--- src/source/decodePkg.sv ---
`default_nettype none

package decodePkg;

	typedef logic [4:0] regAddr_t;

	// raw instruction word split into its R-type fields
	typedef struct packed {
		logic [6:0] funct7;
		regAddr_t   rs2;
		regAddr_t   rs1;
		logic [2:0] funct3;
		regAddr_t   rd;
		logic [6:0] opcode;
	} instrFields_t;

	typedef enum logic [6:0] {
		opLui    = 7'b0110111,
		opAuipc  = 7'b0010111,
		opSystem = 7'b1110011,   // ecall
		opImm    = 7'b0010011,
		opOp     = 7'b0110011,
		opImm32  = 7'b0011011,
		opOp32   = 7'b0111011,
		opJal    = 7'b1101111,
		opJalr   = 7'b1100111,
		opBranch = 7'b1100011,
		opLoad   = 7'b0000011,
		opStore  = 7'b0100011
	} opcode_t;

	localparam logic [6:0] funct7Base   = 7'b0000000;
	localparam logic [6:0] funct7Alt    = 7'b0100000;   // sub, sra
	localparam logic [6:0] funct7MulDiv = 7'b0000001;

	// codes 10 and 11 unused
	typedef enum logic [5:0] {
		aluNone   = 6'd0,
		aluAddi   = 6'd1,
		aluSlti   = 6'd2,
		aluSltiu  = 6'd3,
		aluXori   = 6'd4,
		aluOri    = 6'd5,
		aluAndi   = 6'd6,
		aluSlli   = 6'd7,
		aluSrli   = 6'd8,
		aluSrai   = 6'd9,
		aluAdd    = 6'd12,
		aluSub    = 6'd13,
		aluSll    = 6'd14,
		aluSlt    = 6'd15,
		aluSltu   = 6'd16,
		aluXor    = 6'd17,
		aluSrl    = 6'd18,
		aluSra    = 6'd19,
		aluOr     = 6'd20,
		aluAnd    = 6'd21,
		aluAddiw  = 6'd22,
		aluSlliw  = 6'd23,
		aluSrliw  = 6'd24,
		aluSraiw  = 6'd25,
		aluAddw   = 6'd26,
		aluSubw   = 6'd27,
		aluSllw   = 6'd28,
		aluSrlw   = 6'd29,
		aluSraw   = 6'd30,
		aluMul    = 6'd31,
		aluMulh   = 6'd32,
		aluMulhsu = 6'd33,
		aluMulhu  = 6'd34,
		aluDiv    = 6'd35,
		aluDivu   = 6'd36,
		aluRem    = 6'd37,
		aluRemu   = 6'd38,
		aluMulw   = 6'd39,
		aluDivw   = 6'd40,
		aluDivuw  = 6'd41,
		aluRemw   = 6'd42,
		aluRemuw  = 6'd43
	} aluOp_t;

	typedef enum logic [2:0] {
		loadLd  = 3'd0,
		loadLb  = 3'd1,
		loadLh  = 3'd2,
		loadLw  = 3'd3,
		loadLbu = 3'd4,
		loadLhu = 3'd5,
		loadLwu = 3'd6
	} loadType_t;

	typedef enum logic [1:0] {
		storeSd = 2'd0,
		storeSw = 2'd1,
		storeSh = 2'd2,
		storeSb = 2'd3
	} storeType_t;

	typedef enum logic [2:0] {
		brNone = 3'd0,
		brBeq  = 3'd2,
		brBne  = 3'd3,
		brBlt  = 3'd4,
		brBge  = 3'd5,
		brBltu = 3'd6,
		brBgeu = 3'd7
	} branchType_t;

	typedef enum logic [1:0] {
		opAZero = 2'd0,
		opAReg  = 2'd1,
		opAPc   = 2'd2
	} opASel_t;

	typedef enum logic {
		opBZero = 1'b0,
		opBReg  = 1'b1
	} opBSel_t;

	typedef struct packed {
		logic        regWrite;
		logic        memRead;
		logic        memWrite;
		logic        memOrReg;   // 1 selects load data on writeback
		logic        branch;
		logic        jump;
		logic        jalr;
		logic        ecall;
		aluOp_t      aluOp;
		loadType_t   loadType;
		storeType_t  storeType;
		branchType_t branchType;
	} ctrl_t;

endpackage

`default_nettype wire

--- src/source/idExRegister.sv ---
`timescale 1ns/10ps
`default_nettype none

module idExRegister import decodePkg::*; #(
	parameter int dataWidth = 64
) (
	input  logic                 clk,
	input  logic                 reset,
	input  logic                 hold,
	input  logic                 flush,
	input  logic                 hazardStall,
	input  logic [dataWidth-1:0] pc,
	input  ctrl_t                decCtrl,
	input  logic [dataWidth-1:0] decImm,
	input  regAddr_t             decRd,
	input  regAddr_t             decRs1,
	input  regAddr_t             decRs2,
	input  opASel_t              opASel,
	input  opBSel_t              opBSel,
	input  logic [dataWidth-1:0] rdData1,
	input  logic [dataWidth-1:0] rdData2,
	output ctrl_t                ctrl,
	output logic [dataWidth-1:0] readData1,
	output logic [dataWidth-1:0] readData2,
	output logic [dataWidth-1:0] imm,
	output logic [dataWidth-1:0] pcOut,
	output logic [dataWidth-1:0] epc,
	output regAddr_t             destReg,
	output regAddr_t             rs,
	output regAddr_t             rt
);
	typedef struct packed {
		ctrl_t                ctrl;
		logic [dataWidth-1:0] op1;
		logic [dataWidth-1:0] op2;
		logic [dataWidth-1:0] imm;
		logic [dataWidth-1:0] pc;
		logic [dataWidth-1:0] epc;
		regAddr_t             rd;
		regAddr_t             rs;
		regAddr_t             rt;
	} stage_t;

	stage_t stageNext;
	stage_t stageQ;

	always_comb begin
		stageNext.ctrl = decCtrl;
		case (opASel)
			opAReg: stageNext.op1 = rdData1;
			opAPc: stageNext.op1 = pc;   // auipc
			default: stageNext.op1 = '0;
		endcase
		stageNext.op2 = (opBSel == opBReg) ? rdData2 : '0;
		stageNext.imm = decImm;
		stageNext.pc = pc;
		stageNext.epc = decCtrl.ecall ? pc + dataWidth'(4) : '0;   // return past the ecall
		stageNext.rd = decRd;
		stageNext.rs = decRs1;
		stageNext.rt = decRs2;
	end

	always_ff @(posedge clk) begin
		if (reset) begin
			stageQ <= '0;
		end else if (!hold) begin
			if (flush || hazardStall)
				stageQ <= '0;   // bubble
			else
				stageQ <= stageNext;
		end
	end

	assign ctrl = stageQ.ctrl;
	assign readData1 = stageQ.op1;
	assign readData2 = stageQ.op2;
	assign imm = stageQ.imm;
	assign pcOut = stageQ.pc;
	assign epc = stageQ.epc;
	assign destReg = stageQ.rd;
	assign rs = stageQ.rs;
	assign rt = stageQ.rt;

endmodule

`default_nettype wire

--- config.mk ---
export PLATFORM = sky130hd
export DESIGN_NAME = idExRegister
export DESIGN_NICKNAME = d
export VERILOG_FILES = /design/src/source/decodePkg.sv /design/src/source/idExRegister.sv
export SDC_FILE = /design/constraint.sdc
export NUM_CORES = 1
export LEC_CHECK = 0
export ABC_AREA = 1
export BUFFER_PORTS_ARGS = -buffer_cell sky130_fd_sc_hd__buf_2
export CORE_AREA = 2 2 254 256
export DETAILED_ROUTE_END_ITERATION = 10
export DIE_AREA = 0 0 256 258
export MAX_ROUTING_LAYER = met4
export SYNTH_ARGS = -nofsm -noshare
export SYNTH_HDL_FRONTEND = slang
export SYNTH_SLANG_ARGS = --single-unit
export TNS_END_PERCENT = 100
--- constraint.sdc ---
create_clock -name clk -period 3.3 [get_ports clk]
set_clock_uncertainty 0.15 [all_clocks]
set_input_delay 0.165 -clock clk [delete_from_list [all_inputs] [get_ports clk]]
set_output_delay 0.165 -clock clk [all_outputs]
set_load 0.01 [all_outputs]
# ---- After elaboration in Yosys (flattened, before gate mapping)
# Index checks and enable logic that the tools add are counted.
dict set report word_totals {
  output_inout_bits 357
  elab_cells 28
  ff_bits 357
  inputBits 301
}
dict set report op_classes {
  add_sub_neg 1
  mux 4
  n_reduce_logical 1
  eq_ne 2
}
# op n
set ops {}
lappend ops {{357-bit 2-to-1 mux} 1}
lappend ops {{64-bit 2-to-1 mux} 2}
lappend ops {{64-bit case mux with 2 select lines} 1}
lappend ops {{64-bit by 3-bit adder with 64-bit output (second input constant)} 1}
lappend ops {{2-bit by 1-bit equality test with 1-bit output (second input constant)} 1}
lappend ops {{2-bit equality test (second input constant)} 1}
lappend ops {{1-bit logical OR} 1}

# ---- Depth between registers and ports, before layout
# Gate-level depths: netlist of the first run.
dict set report depth {
  depth_word 3
  depth_mapped 10
  ltp_nobuf 10
}

# ---- Worst setup path before layout of the first run
# OpenSTA, ideal clock, no wires.
dict set report synth_timing {
  path_kind {input-to-reg}
  from {input opASel[0]}
  to {register stageQ (netlist bit readData1[39])}
  cell_stages 9
  setup_time_ps 128
  slack_ps 1698
  t_required_ps 3022
  arrival_time_ps 1324
  n_path_buf 3
  cell_sequence {inv_1 > ha_1 > buf_2 > inv_2 > clkbuf_1 > clkbuf_1 > o21ai_0 > a22oi_1 > nor2_1}
}
dict set report synth_via {
  elab_chain_cells 3
  word_cells_on_any_way 4
  classes_between {eq/ne: 2; mux: 2}
}
# element line
set synth_rtl {}
lappend synth_rtl {{from (decl)} idExRegister.sv:18} ;# input opASel_t opASel,
lappend synth_rtl {{2-bit equality test / 2-bit by 1-bit equality test with 1-bit output (equally long branches)} idExRegister.sv:49} ;# case (opASel)
lappend synth_rtl {{64-bit case mux with 2 select lines *} idExRegister.sv:49}
lappend synth_rtl {{357-bit 2-to-1 mux *} idExRegister.sv:67} ;# if (flush || hazardStall)
lappend synth_rtl {{to (signal assigned)} idExRegister.sv:70} ;# stageQ <= stageNext;
lappend synth_rtl {{to (decl)} idExRegister.sv:45} ;# stage_t stageQ;
# Every way passes the cells marked *; elsewhere a longest branch is shown, timed or not.
# A chain may end at the register's enable or synchronous reset.

# ---- Final worst setup path of the first run
dict set report layout_timing {
  from {input pc[7]}
  to {register stageQ (netlist bit epc[59])}
}
dict set report layout_via {
  elab_chain_cells 3
}
# element line
set layout_rtl {}
lappend layout_rtl {{from (decl)} idExRegister.sv:12} ;# input logic [dataWidth-1:0] pc,
lappend layout_rtl {{64-bit by 3-bit adder with 64-bit output} idExRegister.sv:57} ;# stageNext.epc = decCtrl.ecall ? pc + dataWidth'(4) : '0;
lappend layout_rtl {{64-bit 2-to-1 mux} idExRegister.sv:57}
lappend layout_rtl {{357-bit 2-to-1 mux} idExRegister.sv:67}
# Every way passes these cells.

==> results of run 1 <==
[per-layer routing]
layer | GRT usage | vias up
met3 | 0.0390 | 151
met4 | 0.0712 | 0
met5 | - | -
met2 | 0.358 | 734
met1 | 0.271 | 8605
li1 | - | 8796
[synthesized netlist by cell type (10+ instances only)]
cell type  count
nand2_1      719
dfxtp_1      357
a21oi_1      303
nor2_1       176
nand3_1      136
clkbuf_1      87
inv_1         72
a22oi_1       64
o21ai_0       59
buf_2         28
o21ai_1       14
nor2_2        13
nand4_1       11
buf_1         10
[per-stage QoR]
stage	hold WS [ps]	setup WS, ps	std cells	util
floorplan	159	1700	2122	-
global placement	264	1060	3518	0.301
detailed placement	270	1090	3518	0.301
CTS	38.8	1260	3928	0.376
global route	96.3	986	3929	0.376
finish	43.0	1110	3929	0.376
[flip-flops by register name (all words and copies together), names as in the netlist]
register / flops
ctrl: 22
rs: 5
epc: 64
readData1: 64
destReg: 5
imm: 64
rt: 5
readData2: 64
pcOut: 64
[logic make-up after synthesis]
family	synth area share
xor+xnor	0.00521
buf+inv	0.0608
flops	0.472
simple gates	0.296
fa+ha+maj	0.00248
compound gates	0.163
[worst max path at each step]
stage                   start            end  slack, ps  cells past startpoint
finish                  pc[7]        epc[59]       1110                     10
detailed placement       hold        epc[11]       1090                      8
global placement         hold        epc[12]       1060                      8
global route            pc[7]        epc[59]        990                     10
CTS                     pc[7]        epc[59]       1260                     10
floorplan           opASel[0]  readData1[39]       1700                      9
[worst register-to-register path: cells and delay by family (launching register included)]
family / cells / cell delay (ps)
simple gates: 1 / 90
compound gates: 1 / 220
flops: 1 / 350
buf+inv: 1 / 570
[cell type report]
type | count | area [µm²]
fill | 6554 | 39700
clock inverter | 13 | 199
timing repair buffer | 1017 | 6970
inverter | 77 | 289
multi-input combinational | 1550 | 7080
sequential | 357 | 7150
clock buffer | 59 | 1200
tap | 855 | 1070
antenna | 1 | 2.50
[power breakdown]
group	total, mW	leakage (nW)	switching (mW)	internal [mW]
sequential	4.43	2.89	0.0393	4.39
combinational	1.28	6.82	0.714	0.562
clock	4.83	0.680	1.93	2.91
total	10.5	10.4	2.68	7.86
==> results.md, run 1 <==
* Slew margin rel. at 0.246
* Top_reg_cell synth: dfxtp_1
* Setup TNS at 0 ps
* Worst R2R End: ctrl[3]
* Final min period at between 2000 and 2500 ps
* Post-CTS Setup Inserts at 0
* TritonRoute pass-1 iters at 5
* Critical R2R Launch: ctrl[3]
* Endpoints failing hold at 0
* Hold path depth at 4
* Hold_sp: hold
* Fin nets at between 3000 and 4000
* Crit path kind: input port to flop
* DRC viols at 0
* Worst slew pin tran at 1130 ps
* FF+latch count, synth at between 300 and 400
* Warnings from Yosys at 0
* H-tree depth at 2
* Design Area, Final at roughly 24000 µm²
* Clock transition at path regs at approximately 60 ps
* CTS max path bufs at 3
* Placer Congestion at slightly below 1
* RSZ-0062 raised after global routing: no
* CP max stage delay at ~530 ps
* Lkg Pwr at slightly above 10 nW
* Worst reg2reg setup slack at approximately 1900 ps
* Crit path launch type: input port
* Row count at 93
* Die Footprint at between 60000 and 70000 µm²
* WHS Endpoint: ctrl[10]
* TritonCTS clock tree: done
* Vias at around 18000
* EDFF count, synth at 0
* Sequential share of the synthesized area at 0.472
* WL met2 at 35000 µm
* Met1 Wirelength at roughly 32000 µm
* Cell area after synthesis at around 15000 µm²
* Vias/cell at 4.65
* IO Count at between 600 and 700
* Cell variety after synth at 36
* Bufs and invs on worst path at 2
* Fin crit share at 0.663
* CTS Root Cell: clkbuf_16
* Critical path's top delay family: simple AND/OR/NAND/NOR gates
* Initial antenna violation count at 1
* Pin count of the biggest net entering global routing at slightly below 200
* Placeable Area at 63600 µm²
* Hold buffer count at CTS at about 340
* Top Layer Used: met4
* Crit-path cells: dlygate4sd3_1 -> buf_2 -> nand2_1 -> nor2_2 -> nand2_1 -> nor2_1 -> nand2_1 -> o21ai_0 -> nand3_1 -> a21oi_1
* Drt total wl at 73700 µm
* Starting Density at 0.238
* Pwr Density at approximately 440 nW/µm²
* Synth top area cells: dfxtp_1 (47%), nand2_1 (18%), a21oi_1 (10%), nand3_1 (4.5%), nor2_1 (4.4%)
* Cell count after synthesis at approximately 2100
* Commonest cells after routing, fill and taps aside: nand2_1 (719), buf_2 (655), dfxtp_1 (357)
* Status: completed
* Met3 Wirelength at about 4600 µm
* Top-area cell type share of the netlist area at 0.472
* 1st-iter DRT viols at 1514
* Placed cell area at approximately 19000 µm²
* Final Slew Violations at 0
* Die Span Y at approximately 260 µm
* CP Capture Type: flop
* Worst path arrival time at 2540 ps
* Setup violators final at 0
* Final Power at between 10 and 15 mW
* Area leader, netlist: dfxtp_1
* Post_cts resized at 0
* Layout cell share with drive strength beyond 1 at 0.255
* R2r worst-path depth at 3
* Clk Latency, worst-skew pair at between 500 and 600 ps
* Syn Nets at approximately 2400
* Total GRT Usage at 0.218
* Port buffer count at about 660
* CP Data Required Time at 3650 ps
* DP HPWL at about 53000 µm
* DR WL/cell at between 15 and 20 µm
* MaxCap Viol Count at 0
* Crit-path max FO at 6
* Most common cell after layout, fill and taps aside: nand2_1
* Max Clock Freq at around 0.46 GHz
* First-pass GRT wire length at approximately 110000 µm
* Die X at about 260 µm
* Fraction of registers with async set/reset at 0
* Worst vdd ir at approximately 0.5 mV
* CP dominant cell by count: nand2_1
* Routed Antenna Nets at 0
* Hold WC Path Type: input port to flop
* # clock sinks at 357
* Max stage delay cell, worst path: dlygate4sd3_1
* Vias in the first global route at about 18000
* GRT overflow at 0
* CTS buffer count at 42
* Area grow syn2layout at 58.2%
* Mapped Avg Cell Area at 7.13 µm²
No activity file was read; power rests on OpenSTA's default activity.
==> run 2, diff against run 1 <==
- CORE_AREA: 2 2 254 256 -> 2 2 257 259
- DIE_AREA: 0 0 256 258 -> 0 0 259 261
- clock period: 3.3 -> 2.1 ns (I/O delays scaled with it)
==> results.md, run 2 (synthesis gave the netlist of run 1 again) <==
* Status: finished with violations
* Failing checks: negative hold slack
* Setup TNS at 0 ps
* GRT overflow at 0
* DP HPWL at around 55000 µm
* Fin crit share at 0.926
* Final Slew Violations at 0
* Starting Density at 0.233
* CTS max path bufs at 3
* Placed cell area at between 15000 and 20000 µm²
* Commonest cells after routing, fill and taps aside: nand2_1 (719), buf_2 (655), dlygate4sd3_1 (398)
* Routed Antenna Nets at 0
* Layout cell share with drive strength beyond 1 at 0.260
* Clock transition at path regs at 60 ps
* DRC viols at 0
* Most common cell after layout, fill and taps aside: nand2_1
* Die Footprint at 67600 µm²
* RSZ-0062 raised after global routing: no
* Pin count of the biggest net entering global routing at 184
* MaxCap Viol Count at 0
* IO Count at 658
* Row count at 94
* Die Span Y at 261 µm
* Clk Latency, worst-skew pair at 550 ps
* Vias/cell at between 4 and 5
* Endpoints failing hold at 9
* Design Area, Final at approximately 25000 µm²
* DR WL/cell at 19.0 µm
* Crit path kind: input port to flop
* Crit path launch type: input port
* Final min period at just under 2000 ps
* Die X at about 260 µm
* TritonCTS clock tree: done
* Post_cts resized at 0
* Max stage delay cell, worst path: dlygate4sd3_1
* TritonRoute pass-1 iters at 5
* First-pass GRT wire length at approximately 110000 µm
* Non-Filler Instances at roughly 4000
* Crit-path cells: buf_2 -> nor3_4 -> buf_4 -> buf_12 -> nand3_1 -> dlygate4sd3_1 -> a21oi_1 -> dlygate4sd3_1
* CTS Root Cell: clkbuf_16
* Bufs and invs on worst path at 5
* Lkg Pwr at approximately 11 nW
* Area grow syn2layout at 65.1%
* Port buffer count at roughly 660
* Hold slack final at -62.6 ps
* CP Data Required Time at about 2500 ps
* CTS buffer count at 42
* Critical path's top delay family: buffers and inverters
* Pwr Density at around 660 nW/µm²
* Initial antenna violation count at 4
* DP Worst Slack at 164 ps
* CP dominant cell by count: dlygate4sd3_1
* Drt total wl at 76800 µm
* Worst vdd ir at ~0.65 mV
* Total GRT Usage at 0.220
* 1st-iter DRT viols at 1424
* # clock sinks at ~360
* Placer Congestion at approximately 0.94
* Vias at around 19000
* Hold WC Path Type: input port to flop
* Fin nets at approximately 3400
* H-tree depth at 2
* Worst setup margin at ~160 ps
* Worst slew pin tran at a little over 1000 ps
* Final Power at 16.5 mW
* Setup violators final at 0
* Cells after DPL at about 3600
* Vias in the first global route at 18400
* CP Capture Type: flop
* Slew margin rel. at 0.320
* Max Clock Freq at ~0.51 GHz
* Crit-path max FO at 57
* Placeable Area at roughly 65000 µm²
* CP max stage delay at around 580 ps
* Worst path arrival time at 2290 ps
[run 2: cell count changes in the layout (fill, tap and decap cells not counted), sizes merged]
cell | previous run | this run
clkbuf | 59 | 61
bufinv | 5 | 2
clkinv | 5 | 7
inv | 78 | 79
dlygate4sd3 | 338 | 398
buf | 679 | 718
diode | 1 | 2
[run 2: report_power, final]
group / internal [mW] / switching (mW)
Clock: 4.29 / 3.08
Combinational: 0.969 / 1.16
Sequential: 6.90 / 0.0629
Total: 12.2 / 4.30
[run 2: tightest hold or removal path: stages]
cell     delay, ps
buf_8          110
buf_12         180
nand2_1        120
a21oi_1         60
[run 2: worst paths after layout]
check	startpoint	endpoint	slack [ps]	depth (start not counted)
worst min-delay path	hold	pcOut[3]	-60	4
worst max-delay path	hazardStall	readData2[58]	160	8
worst min register to register	pcOut[41]	pcOut[41]	310	2
worst max register to register	readData2[52]	readData2[52]	700	3
[run 2: layer usage]
metal | vias up | wire [µm] | track usage
li1 | 9014 | - | -
met1 | 8873 | 31400 | 0.264
met2 | 843 | 36700 | 0.360
met3 | 210 | 5270 | 0.0432
met4 | 0 | 3500 | 0.0885
met5 | - | 0 | -
[run 2: repair_timing]
item	CTS	global route
endpoints found under the hold margin	357	0
buffers inserted	0	0
hold buffers	398	0
[run 2: metrics by stage]
step                       util  hold WS (ps)
after global routing      0.384          1.95
after global placement    0.302           205
after floorplan               -          98.8
final                     0.384         -62.6
after detailed placement  0.302           208
after CTS                 0.384         0.427
[run 2: area by class of cell]
| cell class | count | area (µm²) |
|---|---|---|
| Antenna cell | 2 | 5.00 |
| Clock buffer | 61 | 1220 |
| Clock inverter | 13 | 135 |
| Fill cell | 6572 | 40100 |
| Inverter | 77 | 289 |
| Multi-Input combinational cell | 1550 | 7080 |
| Sequential cell | 357 | 7150 |
| Tap cell | 864 | 1080 |
| Timing Repair Buffer | 1116 | 8030 |
==> run 3, diff against run 2 <==
- ABC_AREA: 1 -> not set
- CORE_AREA: 2 2 257 259 -> 2 2 256 258
- DIE_AREA: 0 0 259 261 -> 0 0 258 260
==> results.md, run 3 <==
* Clock transition at path regs at ~60 ps
* Endpoints failing hold at 0
* Cell area after synthesis at roughly 14000 µm²
* H-tree depth at 2
* Port buffer count at 657
* Failing checks: negative setup slack
* MaxCap Viol Count at 0
* Mux share of post-synthesis cell area at 0
* Routed Antenna Nets at 0
* Cell variety after synth at between 40 and 50
* DR WL/cell at approximately 19 µm
* IO Count at roughly 660
* Post-CTS Setup Inserts at 0
* Final Slew Violations at 0
* Placeable Area at 64100 µm²
* Crit path kind: input port to flop
* Vias in the first global route at approximately 16000
* Design Area, Final at ~24000 µm²
* Simple-Gate Fraction of Synth Area at 0.161
* Hold slack final at 4.00 ps
* Worst slew pin tran at ~1200 ps
* DP HPWL at approximately 43000 µm
* Max Clock Freq at about 0.48 GHz
* CTS Root Cell: clkbuf_16
* CTS buffer count at between 40 and 50
* Sequential share of the synthesized area at 0.524
* Slew margin rel. at 0.175
* Crit path launch type: input port
* CP Capture Type: flop
* Most frequent cell after synthesis: dfxtp_1
* TritonRoute pass-1 iters at 6
* Setup violators final at 1
* Top-area cell type share of the netlist area at 0.524
* Vias/cell at 4.67
* Post-Synth Adder-Cell Area at 0.00275
* Fraction of registers with async set/reset at 0
* Starting Density at 0.213
* Area grow syn2layout at 73.7%
* Drt total wl at approximately 66000 µm
* Die Span Y at approximately 260 µm
* Worst path arrival time at approximately 2400 ps
* EDFF count, synth at 0
* Fin crit share at 1.00
* DP Worst Slack at between 20 and 30 ps
* Die X at approximately 260 µm
* Warnings from Yosys at 0
* Status: finished with violations
* GRT overflow at 0
* First-pass GRT wire length at roughly 95000 µm
* Die Footprint at 67100 µm²
* CTS max path bufs at 3
* Syn Nets at approximately 1800
* DRC viols at 0
* Top_reg_cell synth: dfxtp_1
* Most common cell after layout, fill and taps aside: buf_2
* Commonest cells after routing, fill and taps aside: buf_2 (651), dlygate4sd3_1 (392), dfxtp_1 (357)
* RSZ-0062 raised after global routing: no
* Total GRT Usage at 0.186
* Compound-Gate Fraction of Synth Area at 0.229
* Pin count of the biggest net entering global routing at roughly 190
* Vias at roughly 16000
* Worst setup margin at -3.97 ps
* Mapped Avg Cell Area at around 9 µm²
* 1st-iter DRT viols at 1307
* Placed cell area at about 18000 µm²
* Commonest cells in the netlist: dfxtp_1 (357), nor2_1 (325), a22oi_1 (308)
* Initial antenna violation count at 4
* Xor/xnor share of the synthesized area at 0.0379
* Fin nets at about 2800
* Crit-path max FO at 7
* FF+latch count, synth at 357
* Pwr Density at 722 nW/µm²
* Non-Filler Instances at around 3400
* Hold WC Path Type: input port to flop
* Largest family of logic cells by synthesized area: compound AO/OA/AOI/OAI gates
* Clk Latency, worst-skew pair at about 550 ps
* Area leader, netlist: dfxtp_1
* TritonCTS clock tree: done
* Layout cell share with drive strength beyond 1 at 0.325
* Worst vdd ir at between 0.5 and 0.6 mV
* Placer Congestion at approximately 0.84
* Final min period at 2100 ps
* Lkg Pwr at approximately 11 nW
* Synth top area cells: dfxtp_1 (52%), a22oi_1 (17%), nor2_1 (8.9%), a22o_1 (4.0%), clkbuf_1 (3.2%)
* CP Data Required Time at 2370 ps
* Cells after DPL at 2915
* Cell count after synthesis at between 1000 and 1500
* Row count at 93
* # clock sinks at around 360
[run 3: cell count changes in the layout (fill, tap and decap cells not counted), sizes merged, moves of 32 or more]
cell	change
a22o	+56
a22oi	+244
nand3	-116
a21oi	-301
nor2	+127
xnor2	+32
nand2	-655
inv	-66
[run 3: cell families after synthesis]
family,Yosys count
fa+ha+maj,3
compound gates,422
buf+inv,149
flops,357
xor+xnor,59
simple gates,488
[run 3: worst max-delay path, cell delays in order]
cell and delay, ps:
dlygate4sd3_1 570, buf_6 160, a22o_1 220, dlygate4sd3_1 550
a22oi_1 160, dlygate4sd3_1 580, nor2_1 40
[run 3: repair_timing]
action,CTS,global route
hold buffers,400,1
hold endpoints to repair,357,1
setup endpoints to repair,0,24
resized for setup,0,14
[run 3: where the power goes]
part / internal, mW / total, mW / leakage, nW / switching (mW)
registers: 6.90 / 6.96 / 2.89 / 0.0671
clock network: 5.02 / 8.04 / 0.743 / 3.02
logic: 1.05 / 2.11 / 6.92 / 1.06
[run 3: metal layers]
| layer | global-route usage | up-vias | share of wire | routed length [µm] |
|---|---|---|---|---|
| met5 | - | - | 0 | 0 |
| met1 | 0.220 | 7584 | 0.41 | 27100 |
| li1 | - | 7334 | - | - |
| met3 | 0.0366 | 154 | 0.068 | 4470 |
| met4 | 0.0785 | 0 | 0.041 | 2700 |
| met2 | 0.310 | 726 | 0.48 | 31600 |
[run 3: cell type report]
| cell class | instances | area (µm²) |
|---|---|---|
| Tap cell | 855 | 1070 |
| Antenna cell | 1 | 2.50 |
| Inverter | 11 | 41.3 |
| Multi-Input combinational cell | 972 | 5950 |
| Timing Repair Buffer | 1114 | 7960 |
| Clock buffer | 61 | 1260 |
| Sequential cell | 357 | 7150 |
| Fill cell | 6268 | 40400 |
| Clock inverter | 15 | 264 |
[run 3: stage by stage]
stage	power (mW)	setup TNS, ps	utilization
detailed placement	8.61	0	0.283
global placement	8.60	0	0.283
floorplan	7.76	0	-
finish	17.1	-3.97	0.370
CTS	17.3	0	0.369
global route	17.7	0	0.370
[run 3: final timing paths]
check / from / to / slack (ps) / cells after the start
max: pc[56] / readData1[56] / -4 / 7
min: pc[18] / epc[18] / 4 / 3
max reg2reg: imm[3] / imm[3] / 680 / 3
min reg2reg: epc[39] / epc[39] / 290 / 2
