## config.mk

```make
export PLATFORM = sky130hd
export DESIGN_NAME = instrDecoder
export DESIGN_NICKNAME = d
export VERILOG_FILES = /design/src/source/decodePkg.sv /design/src/source/instrDecoder.sv
export SDC_FILE = /design/constraint.sdc
export NUM_CORES = 1
export LEC_CHECK = 0
export BUFFER_PORTS_ARGS = -buffer_cell sky130_fd_sc_hd__buf_2
export CORE_ASPECT_RATIO = 1.1
export CORE_UTILIZATION = 42
export DETAILED_ROUTE_END_ITERATION = 8
export PLACE_DENSITY = 0.91
export RECOVER_POWER = 25
export SLEW_MARGIN = 0
export SYNTH_ARGS = -nofsm -noshare
export SYNTH_HDL_FRONTEND = slang
export SYNTH_SLANG_ARGS = --single-unit
```

## constraint.sdc

```tcl
create_clock -name vclk -period 2.7
set_input_delay 0.135 -clock vclk [all_inputs]
set_output_delay 0.135 -clock vclk [all_outputs]
set_load 0.02 [all_outputs]
```

## src/source/decodePkg.sv

```systemverilog
`default_nettype none

package decodePkg;

	typedef logic [4:0] regAddr_t;

	// raw instruction word split into its R-type fields
	typedef struct packed {
		logic [6:0] funct7;
		regAddr_t   rs2;
		regAddr_t   rs1;
		logic [2:0] funct3;
		regAddr_t   rd;
		logic [6:0] opcode;
	} instrFields_t;

	typedef enum logic [6:0] {
		opLui    = 7'b0110111,
		opAuipc  = 7'b0010111,
		opSystem = 7'b1110011,   // ecall
		opImm    = 7'b0010011,
		opOp     = 7'b0110011,
		opImm32  = 7'b0011011,
		opOp32   = 7'b0111011,
		opJal    = 7'b1101111,
		opJalr   = 7'b1100111,
		opBranch = 7'b1100011,
		opLoad   = 7'b0000011,
		opStore  = 7'b0100011
	} opcode_t;

	localparam logic [6:0] funct7Base   = 7'b0000000;
	localparam logic [6:0] funct7Alt    = 7'b0100000;   // sub, sra
	localparam logic [6:0] funct7MulDiv = 7'b0000001;

	// codes 10 and 11 unused
	typedef enum logic [5:0] {
		aluNone   = 6'd0,
		aluAddi   = 6'd1,
		aluSlti   = 6'd2,
		aluSltiu  = 6'd3,
		aluXori   = 6'd4,
		aluOri    = 6'd5,
		aluAndi   = 6'd6,
		aluSlli   = 6'd7,
		aluSrli   = 6'd8,
		aluSrai   = 6'd9,
		aluAdd    = 6'd12,
		aluSub    = 6'd13,
		aluSll    = 6'd14,
		aluSlt    = 6'd15,
		aluSltu   = 6'd16,
		aluXor    = 6'd17,
		aluSrl    = 6'd18,
		aluSra    = 6'd19,
		aluOr     = 6'd20,
		aluAnd    = 6'd21,
		aluAddiw  = 6'd22,
		aluSlliw  = 6'd23,
		aluSrliw  = 6'd24,
		aluSraiw  = 6'd25,
		aluAddw   = 6'd26,
		aluSubw   = 6'd27,
		aluSllw   = 6'd28,
		aluSrlw   = 6'd29,
		aluSraw   = 6'd30,
		aluMul    = 6'd31,
		aluMulh   = 6'd32,
		aluMulhsu = 6'd33,
		aluMulhu  = 6'd34,
		aluDiv    = 6'd35,
		aluDivu   = 6'd36,
		aluRem    = 6'd37,
		aluRemu   = 6'd38,
		aluMulw   = 6'd39,
		aluDivw   = 6'd40,
		aluDivuw  = 6'd41,
		aluRemw   = 6'd42,
		aluRemuw  = 6'd43
	} aluOp_t;

	typedef enum logic [2:0] {
		loadLd  = 3'd0,
		loadLb  = 3'd1,
		loadLh  = 3'd2,
		loadLw  = 3'd3,
		loadLbu = 3'd4,
		loadLhu = 3'd5,
		loadLwu = 3'd6
	} loadType_t;

	typedef enum logic [1:0] {
		storeSd = 2'd0,
		storeSw = 2'd1,
		storeSh = 2'd2,
		storeSb = 2'd3
	} storeType_t;

	typedef enum logic [2:0] {
		brNone = 3'd0,
		brBeq  = 3'd2,
		brBne  = 3'd3,
		brBlt  = 3'd4,
		brBge  = 3'd5,
		brBltu = 3'd6,
		brBgeu = 3'd7
	} branchType_t;

	typedef enum logic [1:0] {
		opAZero = 2'd0,
		opAReg  = 2'd1,
		opAPc   = 2'd2
	} opASel_t;

	typedef enum logic {
		opBZero = 1'b0,
		opBReg  = 1'b1
	} opBSel_t;

	typedef struct packed {
		logic        regWrite;
		logic        memRead;
		logic        memWrite;
		logic        memOrReg;   // 1 selects load data on writeback
		logic        branch;
		logic        jump;
		logic        jalr;
		logic        ecall;
		aluOp_t      aluOp;
		loadType_t   loadType;
		storeType_t  storeType;
		branchType_t branchType;
	} ctrl_t;

endpackage

`default_nettype wire

```

## src/source/instrDecoder.sv

```systemverilog
`timescale 1ns/10ps
`default_nettype none

module instrDecoder import decodePkg::*; #(
	parameter int dataWidth = 64
) (
	input  instrFields_t         instr,
	output ctrl_t                decCtrl,
	output logic [dataWidth-1:0] decImm,
	output regAddr_t             decRd,
	output regAddr_t             decRs1,
	output regAddr_t             decRs2,
	output opASel_t              opASel,
	output opBSel_t              opBSel
);
	logic [31:0] word;
	logic [dataWidth-1:0] immI;
	logic [dataWidth-1:0] immS;
	logic [dataWidth-1:0] immB;
	logic [dataWidth-1:0] immU;
	logic [dataWidth-1:0] immJ;

	assign word = instr;

	assign immI = {{(dataWidth-12){word[31]}}, word[31:20]};
	assign immS = {{(dataWidth-12){word[31]}}, word[31:25], word[11:7]};
	assign immB = {{(dataWidth-13){word[31]}}, word[31], word[7], word[30:25], word[11:8], 1'b0};
	assign immU = {{(dataWidth-32){word[31]}}, word[31:12], 12'b0};
	assign immJ = {{(dataWidth-21){word[31]}}, word[31], word[19:12], word[20], word[30:21], 1'b0};

	function automatic aluOp_t opImmAlu(input logic [6:0] f7, input logic [2:0] f3);
		aluOp_t op;
		op = aluNone;
		case (f3)
			3'b000: op = aluAddi;
			3'b010: op = aluSlti;
			3'b011: op = aluSltiu;
			3'b100: op = aluXori;
			3'b110: op = aluOri;
			3'b111: op = aluAndi;
			// f7[0] is shamt bit 5 on rv64
			3'b001: op = (f7[6:1] == funct7Base[6:1]) ? aluSlli : aluNone;
			default: begin
				if (f7[6:1] == funct7Base[6:1])
					op = aluSrli;
				else if (f7[6:1] == funct7Alt[6:1])
					op = aluSrai;
			end
		endcase
		return op;
	endfunction

	function automatic aluOp_t opImm32Alu(input logic [6:0] f7, input logic [2:0] f3);
		aluOp_t op;
		op = aluNone;
		case ({f7, f3})
			{funct7Base, 3'b001}: op = aluSlliw;
			{funct7Base, 3'b101}: op = aluSrliw;
			{funct7Alt, 3'b101}:  op = aluSraiw;
			default: op = (f3 == 3'b000) ? aluAddiw : aluNone;   // addiw ignores f7
		endcase
		return op;
	endfunction

	function automatic aluOp_t opAlu(input logic [6:0] f7, input logic [2:0] f3);
		aluOp_t op;
		op = aluNone;
		case ({f7, f3})
			{funct7Base, 3'b000}:   op = aluAdd;
			{funct7Alt, 3'b000}:    op = aluSub;
			{funct7Base, 3'b001}:   op = aluSll;
			{funct7Base, 3'b010}:   op = aluSlt;
			{funct7Base, 3'b011}:   op = aluSltu;   // snez too
			{funct7Base, 3'b100}:   op = aluXor;
			{funct7Base, 3'b101}:   op = aluSrl;
			{funct7Alt, 3'b101}:    op = aluSra;
			{funct7Base, 3'b110}:   op = aluOr;
			{funct7Base, 3'b111}:   op = aluAnd;
			{funct7MulDiv, 3'b000}: op = aluMul;
			{funct7MulDiv, 3'b001}: op = aluMulh;
			{funct7MulDiv, 3'b010}: op = aluMulhsu;
			{funct7MulDiv, 3'b011}: op = aluMulhu;
			{funct7MulDiv, 3'b100}: op = aluDiv;
			{funct7MulDiv, 3'b101}: op = aluDivu;
			{funct7MulDiv, 3'b110}: op = aluRem;
			{funct7MulDiv, 3'b111}: op = aluRemu;
			default: op = aluNone;
		endcase
		return op;
	endfunction

	function automatic aluOp_t op32Alu(input logic [6:0] f7, input logic [2:0] f3);
		aluOp_t op;
		op = aluNone;
		case ({f7, f3})
			{funct7Base, 3'b000}:   op = aluAddw;
			{funct7Alt, 3'b000}:    op = aluSubw;
			{funct7Base, 3'b001}:   op = aluSllw;
			{funct7Base, 3'b101}:   op = aluSrlw;
			{funct7Alt, 3'b101}:    op = aluSraw;
			{funct7MulDiv, 3'b000}: op = aluMulw;
			{funct7MulDiv, 3'b100}: op = aluDivw;
			{funct7MulDiv, 3'b101}: op = aluDivuw;
			{funct7MulDiv, 3'b110}: op = aluRemw;
			{funct7MulDiv, 3'b111}: op = aluRemuw;
			default: op = aluNone;
		endcase
		return op;
	endfunction

	always_comb begin
		decCtrl = '0;
		decImm = '0;
		decRd = '0;
		decRs1 = '0;
		decRs2 = '0;
		opASel = opAZero;
		opBSel = opBZero;
		case (instr.opcode)
			opLui: begin
				decCtrl.regWrite = 1'b1;
				decRd = instr.rd;
				decImm = immU;
			end
			opAuipc: begin
				decCtrl.regWrite = 1'b1;
				decCtrl.aluOp = aluAddi;   // pc + imm
				decRd = instr.rd;
				decImm = immU;
				opASel = opAPc;
			end
			opSystem: decCtrl.ecall = 1'b1;
			opImm, opImm32: begin
				decCtrl.regWrite = 1'b1;
				decCtrl.aluOp = (instr.opcode == opImm) ? opImmAlu(instr.funct7, instr.funct3)
					: opImm32Alu(instr.funct7, instr.funct3);
				decRd = instr.rd;
				decRs1 = instr.rs1;
				decImm = immI;
				opASel = opAReg;
			end
			opOp, opOp32: begin
				decCtrl.regWrite = 1'b1;
				decCtrl.aluOp = (instr.opcode == opOp) ? opAlu(instr.funct7, instr.funct3)
					: op32Alu(instr.funct7, instr.funct3);
				decRd = instr.rd;
				decRs1 = instr.rs1;
				decRs2 = instr.rs2;
				opASel = opAReg;
				opBSel = opBReg;
			end
			opJal: begin
				decCtrl.regWrite = 1'b1;
				decCtrl.jump = 1'b1;
				decRd = instr.rd;
				decImm = immJ;
			end
			opJalr: begin
				decCtrl.regWrite = 1'b1;
				decCtrl.jump = 1'b1;
				decCtrl.jalr = 1'b1;
				decRd = instr.rd;
				decRs1 = instr.rs1;
				decImm = immI;
				opASel = opAReg;
			end
			opBranch: begin
				decCtrl.branch = 1'b1;
				case (instr.funct3)
					3'b000: decCtrl.branchType = brBeq;
					3'b001: decCtrl.branchType = brBne;
					3'b100: decCtrl.branchType = brBlt;
					3'b101: decCtrl.branchType = brBge;
					3'b110: decCtrl.branchType = brBltu;
					3'b111: decCtrl.branchType = brBgeu;
					default: decCtrl.branchType = brNone;
				endcase
				decRs1 = instr.rs1;
				decRs2 = instr.rs2;
				decImm = immB;
				opASel = opAReg;
				opBSel = opBReg;
			end
			opLoad: begin
				decCtrl.regWrite = 1'b1;
				decCtrl.memRead = 1'b1;
				decCtrl.memOrReg = 1'b1;
				decCtrl.aluOp = (instr.funct3 == 3'b111) ? aluNone : aluAddi;   // address add
				case (instr.funct3)
					3'b000: decCtrl.loadType = loadLb;
					3'b001: decCtrl.loadType = loadLh;
					3'b010: decCtrl.loadType = loadLw;
					3'b100: decCtrl.loadType = loadLbu;
					3'b101: decCtrl.loadType = loadLhu;
					3'b110: decCtrl.loadType = loadLwu;
					default: decCtrl.loadType = loadLd;
				endcase
				decRd = instr.rd;
				decRs1 = instr.rs1;
				decImm = immI;
				opASel = opAReg;
			end
			opStore: begin
				decCtrl.memWrite = 1'b1;
				decCtrl.aluOp = instr.funct3[2] ? aluNone : aluAddi;
				case (instr.funct3)
					3'b000: decCtrl.storeType = storeSb;
					3'b001: decCtrl.storeType = storeSh;
					3'b010: decCtrl.storeType = storeSw;
					default: decCtrl.storeType = storeSd;
				endcase
				decRs1 = instr.rs1;
				decRs2 = instr.rs2;
				decImm = immS;
				opASel = opAReg;
				opBSel = opBReg;   // store data
			end
			default: ;   // unknown opcode keeps all zero
		endcase
	end

endmodule

`default_nettype wire

```

### After elaboration in Yosys (flattened, before gate mapping)

Index checks and enable logic that the tools add are counted.

| storage, ports and cells | value |
|---|---|
| register bits after elaboration | 0 |
| logic and storage cells | 80 |
| input port bits | 32 |

| operators by class | value |
|---|---|
| reduce and logical (&&, ||, !) cells | 11 |
| equality and inequality tests | 37 |
| multiplexer cells | 32 |

Operator list:

| kind | number |
|---|---|
| $pmux W64 S5 | 1 |
| $pmux W6 S18 | 1 |
| $eq A10 B4 Y1 const B | 8 |
| $pmux W6 S10 | 1 |
| $eq A10 B3 Y1 const B | 4 |
| $pmux W3 S6 | 2 |
| $pmux W6 S5 | 1 |
| $eq A7 B6 Y1 const B | 4 |
| $eq A7 B7 Y1 const B | 4 |
| $pmux W4 S7 | 1 |
| $eq A7 B5 Y1 const B | 3 |
| $eq A10 B2 Y1 const B | 2 |
| $eq A10 B9 Y1 const B | 2 |
| $mux W5 | 4 |
| $pmux W5 S3 | 1 |
| $eq A3 B3 Y1 const B | 4 |
| $mux W6 | 2 |
| $eq A10 B1 Y1 const B | 1 |
| $logic_not A10 Y1 | 1 |
| $mux W1 | 10 |
| $mux W3 | 3 |
| $reduce_or A9 Y1 | 1 |
| $mux W4 | 2 |
| $reduce_or A2 Y1 | 4 |
| other kinds (11) | 13 |

### Depth between registers and ports, before layout

Gate-level depths: netlist (run 1).

| logic depth | value |
|---|---|
| depth after elaboration | 6 |
| gate-level depth with buffers | 8 |
| depth with buffers taken out | 7 |

### Worst setup path after synthesis (run 1)

Ideal clock, no wire load.

| timing path | value |
|---|---|
| path type | input port to output port |
| from | in instr[6] (netlist bit) |
| to | out decImm[32] |
| path buffers | 2 |
| arrival | 2.638 ns |
| path slack | -0.073 ns |
| required time | 2.565 ns |
| stages | 6 |
| cells stage by stage | clkbuf_1 > a21oi_1 > a2111oi_2 > nor2_1 > nor2_1 > buf_4 |

| between the ends | value |
|---|---|
| cells in the longest elaborated chain, start to end | 3 |
| elaborated cells between the ends (all ways) | 12 |

Ends and longest elaborated chain:

| element | line | source |
|---|---|---|
| start: declaration | instrDecoder.sv:7 | `input instrFields_t instr,` |
| $eq A7 B5 Y1 (tied with other cells) | instrDecoder.sv:119 | `case (instr.opcode)` |
| $reduce_or A4 Y1 (no source line) / $reduce_or A2 Y1 (equally long branches) | - |  |
| $pmux W64 S5 (*) | instrDecoder.sv:119 |  |
| end: declaration | instrDecoder.sv:9 | `output logic [dataWidth-1:0] decImm,` |

Every way passes the cells marked *; elsewhere a longest branch is shown, timed or not.

==> results of run 1 <==
[power groups by stage]
stage	combinational, mW	sequential, mW	clock (mW)
final	0.258	0	0
after global routing	0.277	0	0
after CTS	0.256	0	0
after detailed placement	0.255	0	0
after global placement	0.250	0	0
after floorplan	0.182	0	0
[per-stage QoR]
| stage | hold WS [ps] | cells | power (mW) | instance area (µm²) |
|---|---|---|---|---|
| 2_1_floorplan | 453 | 277 | 0.182 | 1750 |
| 3_3_place_gp | 593 | 421 | 0.250 | 2240 |
| 3_5_place_dp | 598 | 421 | 0.255 | 2240 |
| 4_1_cts | 601 | 421 | 0.256 | 2240 |
| 5_1_grt | 616 | 421 | 0.277 | 2200 |
| 6_report | 598 | 421 | 0.258 | 2200 |
[routing by layer]
metal  vias to the layer above  share of wire (%)
met5                         -                  0
met1                      1077                 39
li1                       1146                  -
met2                       171                 48
met3                        16                 11
met4                         0                1.9
[synth_stat cells, types with 2 or more instances]
cell type  count
mux2i_1        3
nand2_1       17
a21oi_1       21
a2bb2oi_1      2
o211ai_1       3
and3_1         4
clkbuf_1      18
inv_1          7
buf_2          2
a21o_1        22
buf_4         33
nand3_1       10
a22o_1         4
nor2b_1        9
nor2_1        19
o221ai_1       2
or3_1          4
ha_1           6
nor3_1        11
o22a_1         3
o21ai_0        9
nand4_1        3
nor3b_1        3
nand2b_1       5
o32a_1         2
and2_1        24
nor4_1         3
[worst paths after layout]
| check | from | endpoint | cells after the start |
|---|---|---|---|
| worst max-delay path | instr[3] | decCtrl[13] | 7 |
| worst min-delay path | instr[15] | decImm[15] | 3 |
[area by class of cell]
type               instances  area, µm²  area share [%]
multi-input cells        215       1380            62.7
inverters                  7       26.3            1.19
well taps                 52       65.1            2.95
repair buffers           147        732            33.2
[worst max-delay path: stages]
cell and delay [ps]:
clkbuf_1 240, or2_0 370, or3_1 470, a2111o_1 440, mux2_2 300, a21oi_1 140
buf_2 180
[cells by family after synthesis]
family	share of synthesized area, %
AOI/OAI and AO/OA	34.6
xor gates and xnor gates	0.501
buffers and inverters	21.0
muxes	2.36
adders and majority gates	4.29
and+or+nand+nor	37.3
==> out/results.tsv, run 1 <==
metric	value	unit
status	finished clean	
fmax	412	MHz
drt_wl_total	6050	µm
ir_worst_vdd	0.0000852	V
regArea	0	µm²
ys_top_cells_by_area	buf_4 (14%), a21o_1 (9.4%), and2_1 (8.6%)	
drive_gt1_share	35.2	%
fin_crit	2420	ps
grt_pass1_wl	9280	µm
postCtsSetupBuffers	0	
dp_hpwl	4690	µm
clockBufferCount	0	
yosysWarnings	0	
gp_congestion	1.03	
layout_commonest_cell	buf_2	
met3_usage	2.14	%
leakage	1.34	nW
p_sw_share	64.6	%
fillers	408	
p_switching	167	µW
slew_headroom	56.7	%
io_pins	136	
cp.required	2570	ps
layout_setup_ws	275	ps
power_density	117	mW/mm²
yosysSeqAreaShare	0	%
numPortBuffers	136	
tns	0	ps
netlist.area_leader.share	14.2	%
antenna_found_initial	0	
die-area	0.00442	mm²
diodes	0	
seq_cell_count	0	
final_core_util	55.6	%
die_x	63.5	µm
p_seq_share	0	%
nets	409	
grt-busiest-layer	met2	
pre_cts_ws	495	ps
max_cap_viol_count	0	
arrival	2290	ps
grt.met1_usage	33.5	%
cts_resized	0	
syn_nets	315	
post-route-period-util	89.8	%
final_cell_mix	buf_2 (114), and2_1 (24), clkbuf_1 (23)	
path_max_fanout	15	
setup_viol	0	
via_per_inst	5.72	
syn2layout_area_growth	26.1	%
drc	0	
clock_power_share	0	%
critical_path_class	input port to primary output	
worstSetupEndpointType	primary output	
core_area	0.00396	mm²
start_util	44.1	%
grtUsageMet2	42.0	%
avgSynthCellArea	6.31	µm²
worst_pin_slew	649	ps
start_kind	input port	
synth_top_area_cell	buf_4	
ant_nets	0	
cts_hold_buf	0	
combPwrFrac	100.0	%
min_path_type	input port to primary output	
drt_pass1_iterations	6	
slew_viol_final	0	
overflow	0	
synth_area	0.00175	mm²
wl_per_cell	14.4	µm
vias	2410	
synth.distinct_cells	55	
grt_max_degree	34	
syn_inst	277	
die_y	69.7	µm
grt_pass1_vias	1976	
finalHoldViolations	0	
fp-row-count	24	
drt-initial-drc-count	192	
grt.total_usage	24.9	%
rsz0062_at_grt	false	
p_int	91.2	µW
Note: power is estimated with default switching activity, not from simulation.
==> run 2, diff against run 1 <==
--- a/config.mk
+++ b/config.mk
@@ -7,9 +7,9 @@
 export LEC_CHECK = 0
 export BUFFER_PORTS_ARGS = -buffer_cell sky130_fd_sc_hd__buf_2
 export CORE_ASPECT_RATIO = 1.1
-export CORE_UTILIZATION = 42
+export CORE_UTILIZATION = 38
 export DETAILED_ROUTE_END_ITERATION = 8
-export PLACE_DENSITY = 0.91
+export PLACE_DENSITY = 0.88
 export RECOVER_POWER = 25
 export SLEW_MARGIN = 0
 export SYNTH_ARGS = -nofsm -noshare
==> constraint.sdc (replaced) <==
create_clock -name vclk -period 2
set_input_delay 0.1 -clock vclk [all_inputs]
set_output_delay 0.1 -clock vclk [all_outputs]
set_load 0.02 [all_outputs]
==> out/results.tsv, run 2 (synthesis results as in run 1) <==
metric	value	unit
status	finished clean	
fillers	431	
drc	0	
crit_chain	buf_2 -> or2_4 -> or3_1 -> a2111o_1 -> mux2_2 -> a21oi_2 -> buf_2	
drt_pass1_iterations	4	
cp_top_family	simple AND/OR/NAND/NOR gates	
p_int	146	µW
wl_per_cell	14.8	µm
finalHoldViolations	0	
rsz0062_at_grt	false	
grt_pass1_wl	9870	µm
postCtsSetupBuffers	0	
critical_path_class	input port to primary output	
slew_viol_final	0	
final_area	0.00240	mm²
crit_slowest_cell	a2111o_1	
ir_worst_vdd	0.0000540	V
final_cell_mix	buf_2 (116), buf_4 (29), and2_1 (22), a21o_1 (22)	
cp.depth	7	
grt_max_degree	34	
dp_hpwl	5220	µm
whs_path_depth	3	
start_util	40.2	%
io_pins	136	
slew_headroom	71.0	%
syn2layout_area_growth	37.3	%
numPortBuffers	136	
antenna_found_initial	0	
max_cap_viol_count	0	
cp.required	1900	ps
worst_pin_slew	435	ps
core_area	0.00435	mm²
p_sw_share	61.5	%
fp-row-count	25	
diodes	0	
worstSetupEndpointType	primary output	
grt_pass1_vias	2106	
totalPowerFinal	380	µW
fin_crit	1920	ps
ant_nets	0	
grt.total_usage	25.3	%
tns	0	ps
postPlaceCellArea	0.00241	mm²
setup_viol	0	
vias	2454	
arrival	1820	ps
p_seq_share	0	%
start_kind	input port	
post-route-period-util	96.1	%
leakage	1.45	nW
slowest_delay	420	ps
regArea	0	µm²
critPathMostFrequentCell	buf_2	
layout_setup_ws	77.0	ps
seq_cell_count	0	
pre_cts_ws	-6.57	ps
die-area	0.00488	mm²
combPwrFrac	100.0	%
clock_power_share	0	%
drt_wl_total	6550	µm
layout_commonest_cell	buf_2	
die_x	66.7	µm
nets	428	
path_max_fanout	7	
power_density	158	mW/mm²
overflow	0	
clockBufferCount	0	
drt-initial-drc-count	98	
min_path_type	input port to primary output	
p_switching	233	µW
cp.buffers_inverters	2	
fmax	520	MHz
gp_congestion	0.975	
via_per_inst	5.55	
die_y	73.1	µm
drive_gt1_share	40.2	%
[run 2: cell types whose count changed in the layout (fill, tap and decap cells not counted), moves of 2 or more]
cell      delta
buf_4       +19
buf_2        +2
clkbuf_1     -3
and2_1       -2
and2_0       +2
[run 2: layout make-up]
cell class / count / area, µm² / share of cell area [%]
Multi-Input combinational cell: 215 / 1410 / 58.9
Timing Repair Buffer: 166 / 893 / 37.2
Tap cell: 54 / 67.6 / 2.82
Inverter: 7 / 26.3 / 1.09
[run 2: worst min-delay path: stages]
cell and delay [ps]:
buf_2 80, a21o_1 90, buf_2 150
[run 2: power groups by stage]
stage | registers, mW | clock network [mW] | logic [mW]
6_report | 0 | 0 | 0.380
5_1_grt | 0 | 0 | 0.414
2_1_floorplan | 0 | 0 | 0.247
4_1_cts | 0 | 0 | 0.376
3_3_place_gp | 0 | 0 | 0.370
3_5_place_dp | 0 | 0 | 0.373
[run 2: path summary, 6_finish.rpt]
kind,slack [ps],start,to
hold / removal,530,instr[19],decImm[19]
setup / recovery,80,instr[2],decCtrl[13]
[run 2: routing by layer]
metal	share of wire [%]	wire [µm]	vias up	track usage, %
met3	6.5	427	13	1.25
met1	39	2580	1122	30.9
li1	-	-	1184	-
met2	52	3430	135	47.9
met5	0	0	-	0
met4	1.7	113	0	4.96
[run 2: timing repair]
| action | 4_1_cts | 5_1_grt |
|---|---|---|
| pin swaps | 0 | 0 |
| setup endpoints to repair | 1 | 1 |
| hold buffers | 0 | 0 |
| resized for setup | 1 | 1 |
[run 2: metrics by stage]
step / hold slack (ps) / instances / util (%)
after detailed placement: 524 / 442 / 55.4
final: 527 / 442 / 55.2
after floorplan: 383 / 277 / -
after global placement: 521 / 442 / 55.4
after CTS: 526 / 442 / 55.6
after global routing: 545 / 442 / 55.2
==> run 3, diff against run 2 <==
--- a/config.mk
+++ b/config.mk
@@ -9,7 +9,8 @@
 export CORE_ASPECT_RATIO = 1.1
 export CORE_UTILIZATION = 38
 export DETAILED_ROUTE_END_ITERATION = 8
-export PLACE_DENSITY = 0.88
+export MAX_ROUTING_LAYER = met4
+export PLACE_DENSITY_LB_ADDON = 0.2
 export RECOVER_POWER = 25
 export SLEW_MARGIN = 0
 export SYNTH_ARGS = -nofsm -noshare
==> out/results.tsv, run 3 (synthesis results as in run 1) <==
metric	value	unit
cts_hold_buf	0	
crit_slowest_cell	a2111o_1	
rsz0062_at_grt	true	
final_cell_mix	buf_2 (116), buf_4 (30), a21o_1 (22)	
cp.depth	8	
setup_viol	0	
top_layer	met4	
cp.required	1900	ps
slowest_delay	480	ps
multi_input_area	0.00142	mm²
diodes	0	
vias	2399	
die_y	73.1	µm
fmax	512	MHz
grt_pass1_vias	1935	
fin_crit	1950	ps
grt.total_usage	25.2	%
antenna_found_initial	0	
cp-endpoint	decCtrl[13]	
slew_headroom	69.3	%
core_area	0.00435	mm²
worst_pin_slew	456	ps
seq_cell_count	0	
finalHoldViolations	0	
drt_wl_total	6610	µm
instances_no_fill	442	
cp_top_family	compound AO/OA/AOI/OAI gates	
grt_max_degree	34	
die_x	66.7	µm
start_kind	input port	
fp-row-count	25	
wl_met1	2720	µm
ant_nets	0	
via_per_inst	5.43	
clockBufferCount	0	
dp.cells	439	
overflow	0	
io_pins	136	
drt_pass1_iterations	4	
grt_pass1_wl	9490	µm
drc	0	
cp-startpoint	instr[27]	
die-area	0.00488	mm²
gp_congestion	0.940	
worstSetupEndpointType	primary output	
post-route-period-util	97.7	%
leakage	1.46	nW
min_from	instr[16]	
syn2layout_area_growth	38.0	%
wl_per_cell	15.0	µm
nets	428	
numPortBuffers	136	
crit_chain	buf_2 -> nor4_4 -> buf_4 -> nand2_1 -> a2111o_1 -> mux2_4 -> a21oi_2 -> buf_4	
holdWs	522	ps
min_path_type	input port to primary output	
regArea	0	µm²
wl_met3	512	µm
slew_viol_final	0	
ir_worst_vdd	0.0000961	V
drt-initial-drc-count	176	
totalPowerFinal	376	µW
start_util	40.2	%
critPathMostFrequentCell	buf_4	
whs_path_depth	3	
arrival	1850	ps
layout_commonest_cell	buf_2	
cp.buffers_inverters	3	
drive_gt1_share	40.7	%
fillers	474	
power_density	156	mW/mm²
dp_hpwl	5220	µm
status	finished clean	
max_cap_viol_count	0	
critical_path_class	input port to primary output	
wl_met2	3340	µm
path_max_fanout	7	
[run 3: cell count changes in the layout (fill, tap and decap cells not counted)]
cell and change:
nand3_1 -1, and2_1 -2, mux2_4 +1, clkbuf_1 -1, nand3_2 +1, and2_0 +2, buf_4 +1, mux2_2 -1
[run 3: area by class of cell]
class,instances,area share (%)
multi-input combinational,215,58.9
tap,54,2.80
timing repair buffer,166,37.2
inverter,7,1.09
[run 3: what timing repair did]
item,CTS,global route
endpoints found under the setup margin,4,4
hold endpoints to repair,0,0
setup buffers,0,3
pin swaps,1,1
resized for setup,1,5
[run 3: stage by stage]
| step | TNS [ps] | setup WS (ps) | util, % | area (µm²) |
|---|---|---|---|---|
| finish | 0 | 47.0 | 55.5 | 2410 |
| detailed placement | -87.7 | -67.2 | 54.9 | 2390 |
| global placement | -14.9 | -14.9 | 54.9 | 2390 |
| CTS | 0 | 7.09 | 55.1 | 2390 |
| floorplan | -24.8 | -24.8 | - | 1760 |
| global route | -2.65 | -2.65 | 55.5 | 2410 |
[run 3: metal layers]
layer / global-route usage [%] / up-vias
met5: - / -
met4: 4.26 / 0
met3: 1.41 / 7
met2: 44.4 / 112
met1: 31.6 / 1096
li1: - / 1184
[run 3: worst min-delay path: cells and delay by family]
kind | cells | cell delay [ps]
buffers and inverters | 2 | 230
AO/OA/AOI/OAI | 1 | 90
[run 3: how the worst min path moves through the flow]
| stage | to | slack (ps) |
|---|---|---|
| after floorplan | decImm[6] | 380 |
| after global placement | decImm[15] | 520 |
| after detailed placement | decImm[15] | 520 |
| after CTS | decImm[16] | 520 |
| after global routing | decImm[16] | 540 |
| final | decImm[16] | 520 |
[run 3: where the power goes]
| group | internal, mW | total (mW) | leakage, nW | switching (mW) |
|---|---|---|---|---|
| clock network | 0 | 0 | 0 | 0 |
| logic | 0.143 | 0.376 | 1.46 | 0.233 |
| registers | 0 | 0 | 0 | 0 |
| total | 0.143 | 0.376 | 1.46 | 0.233 |
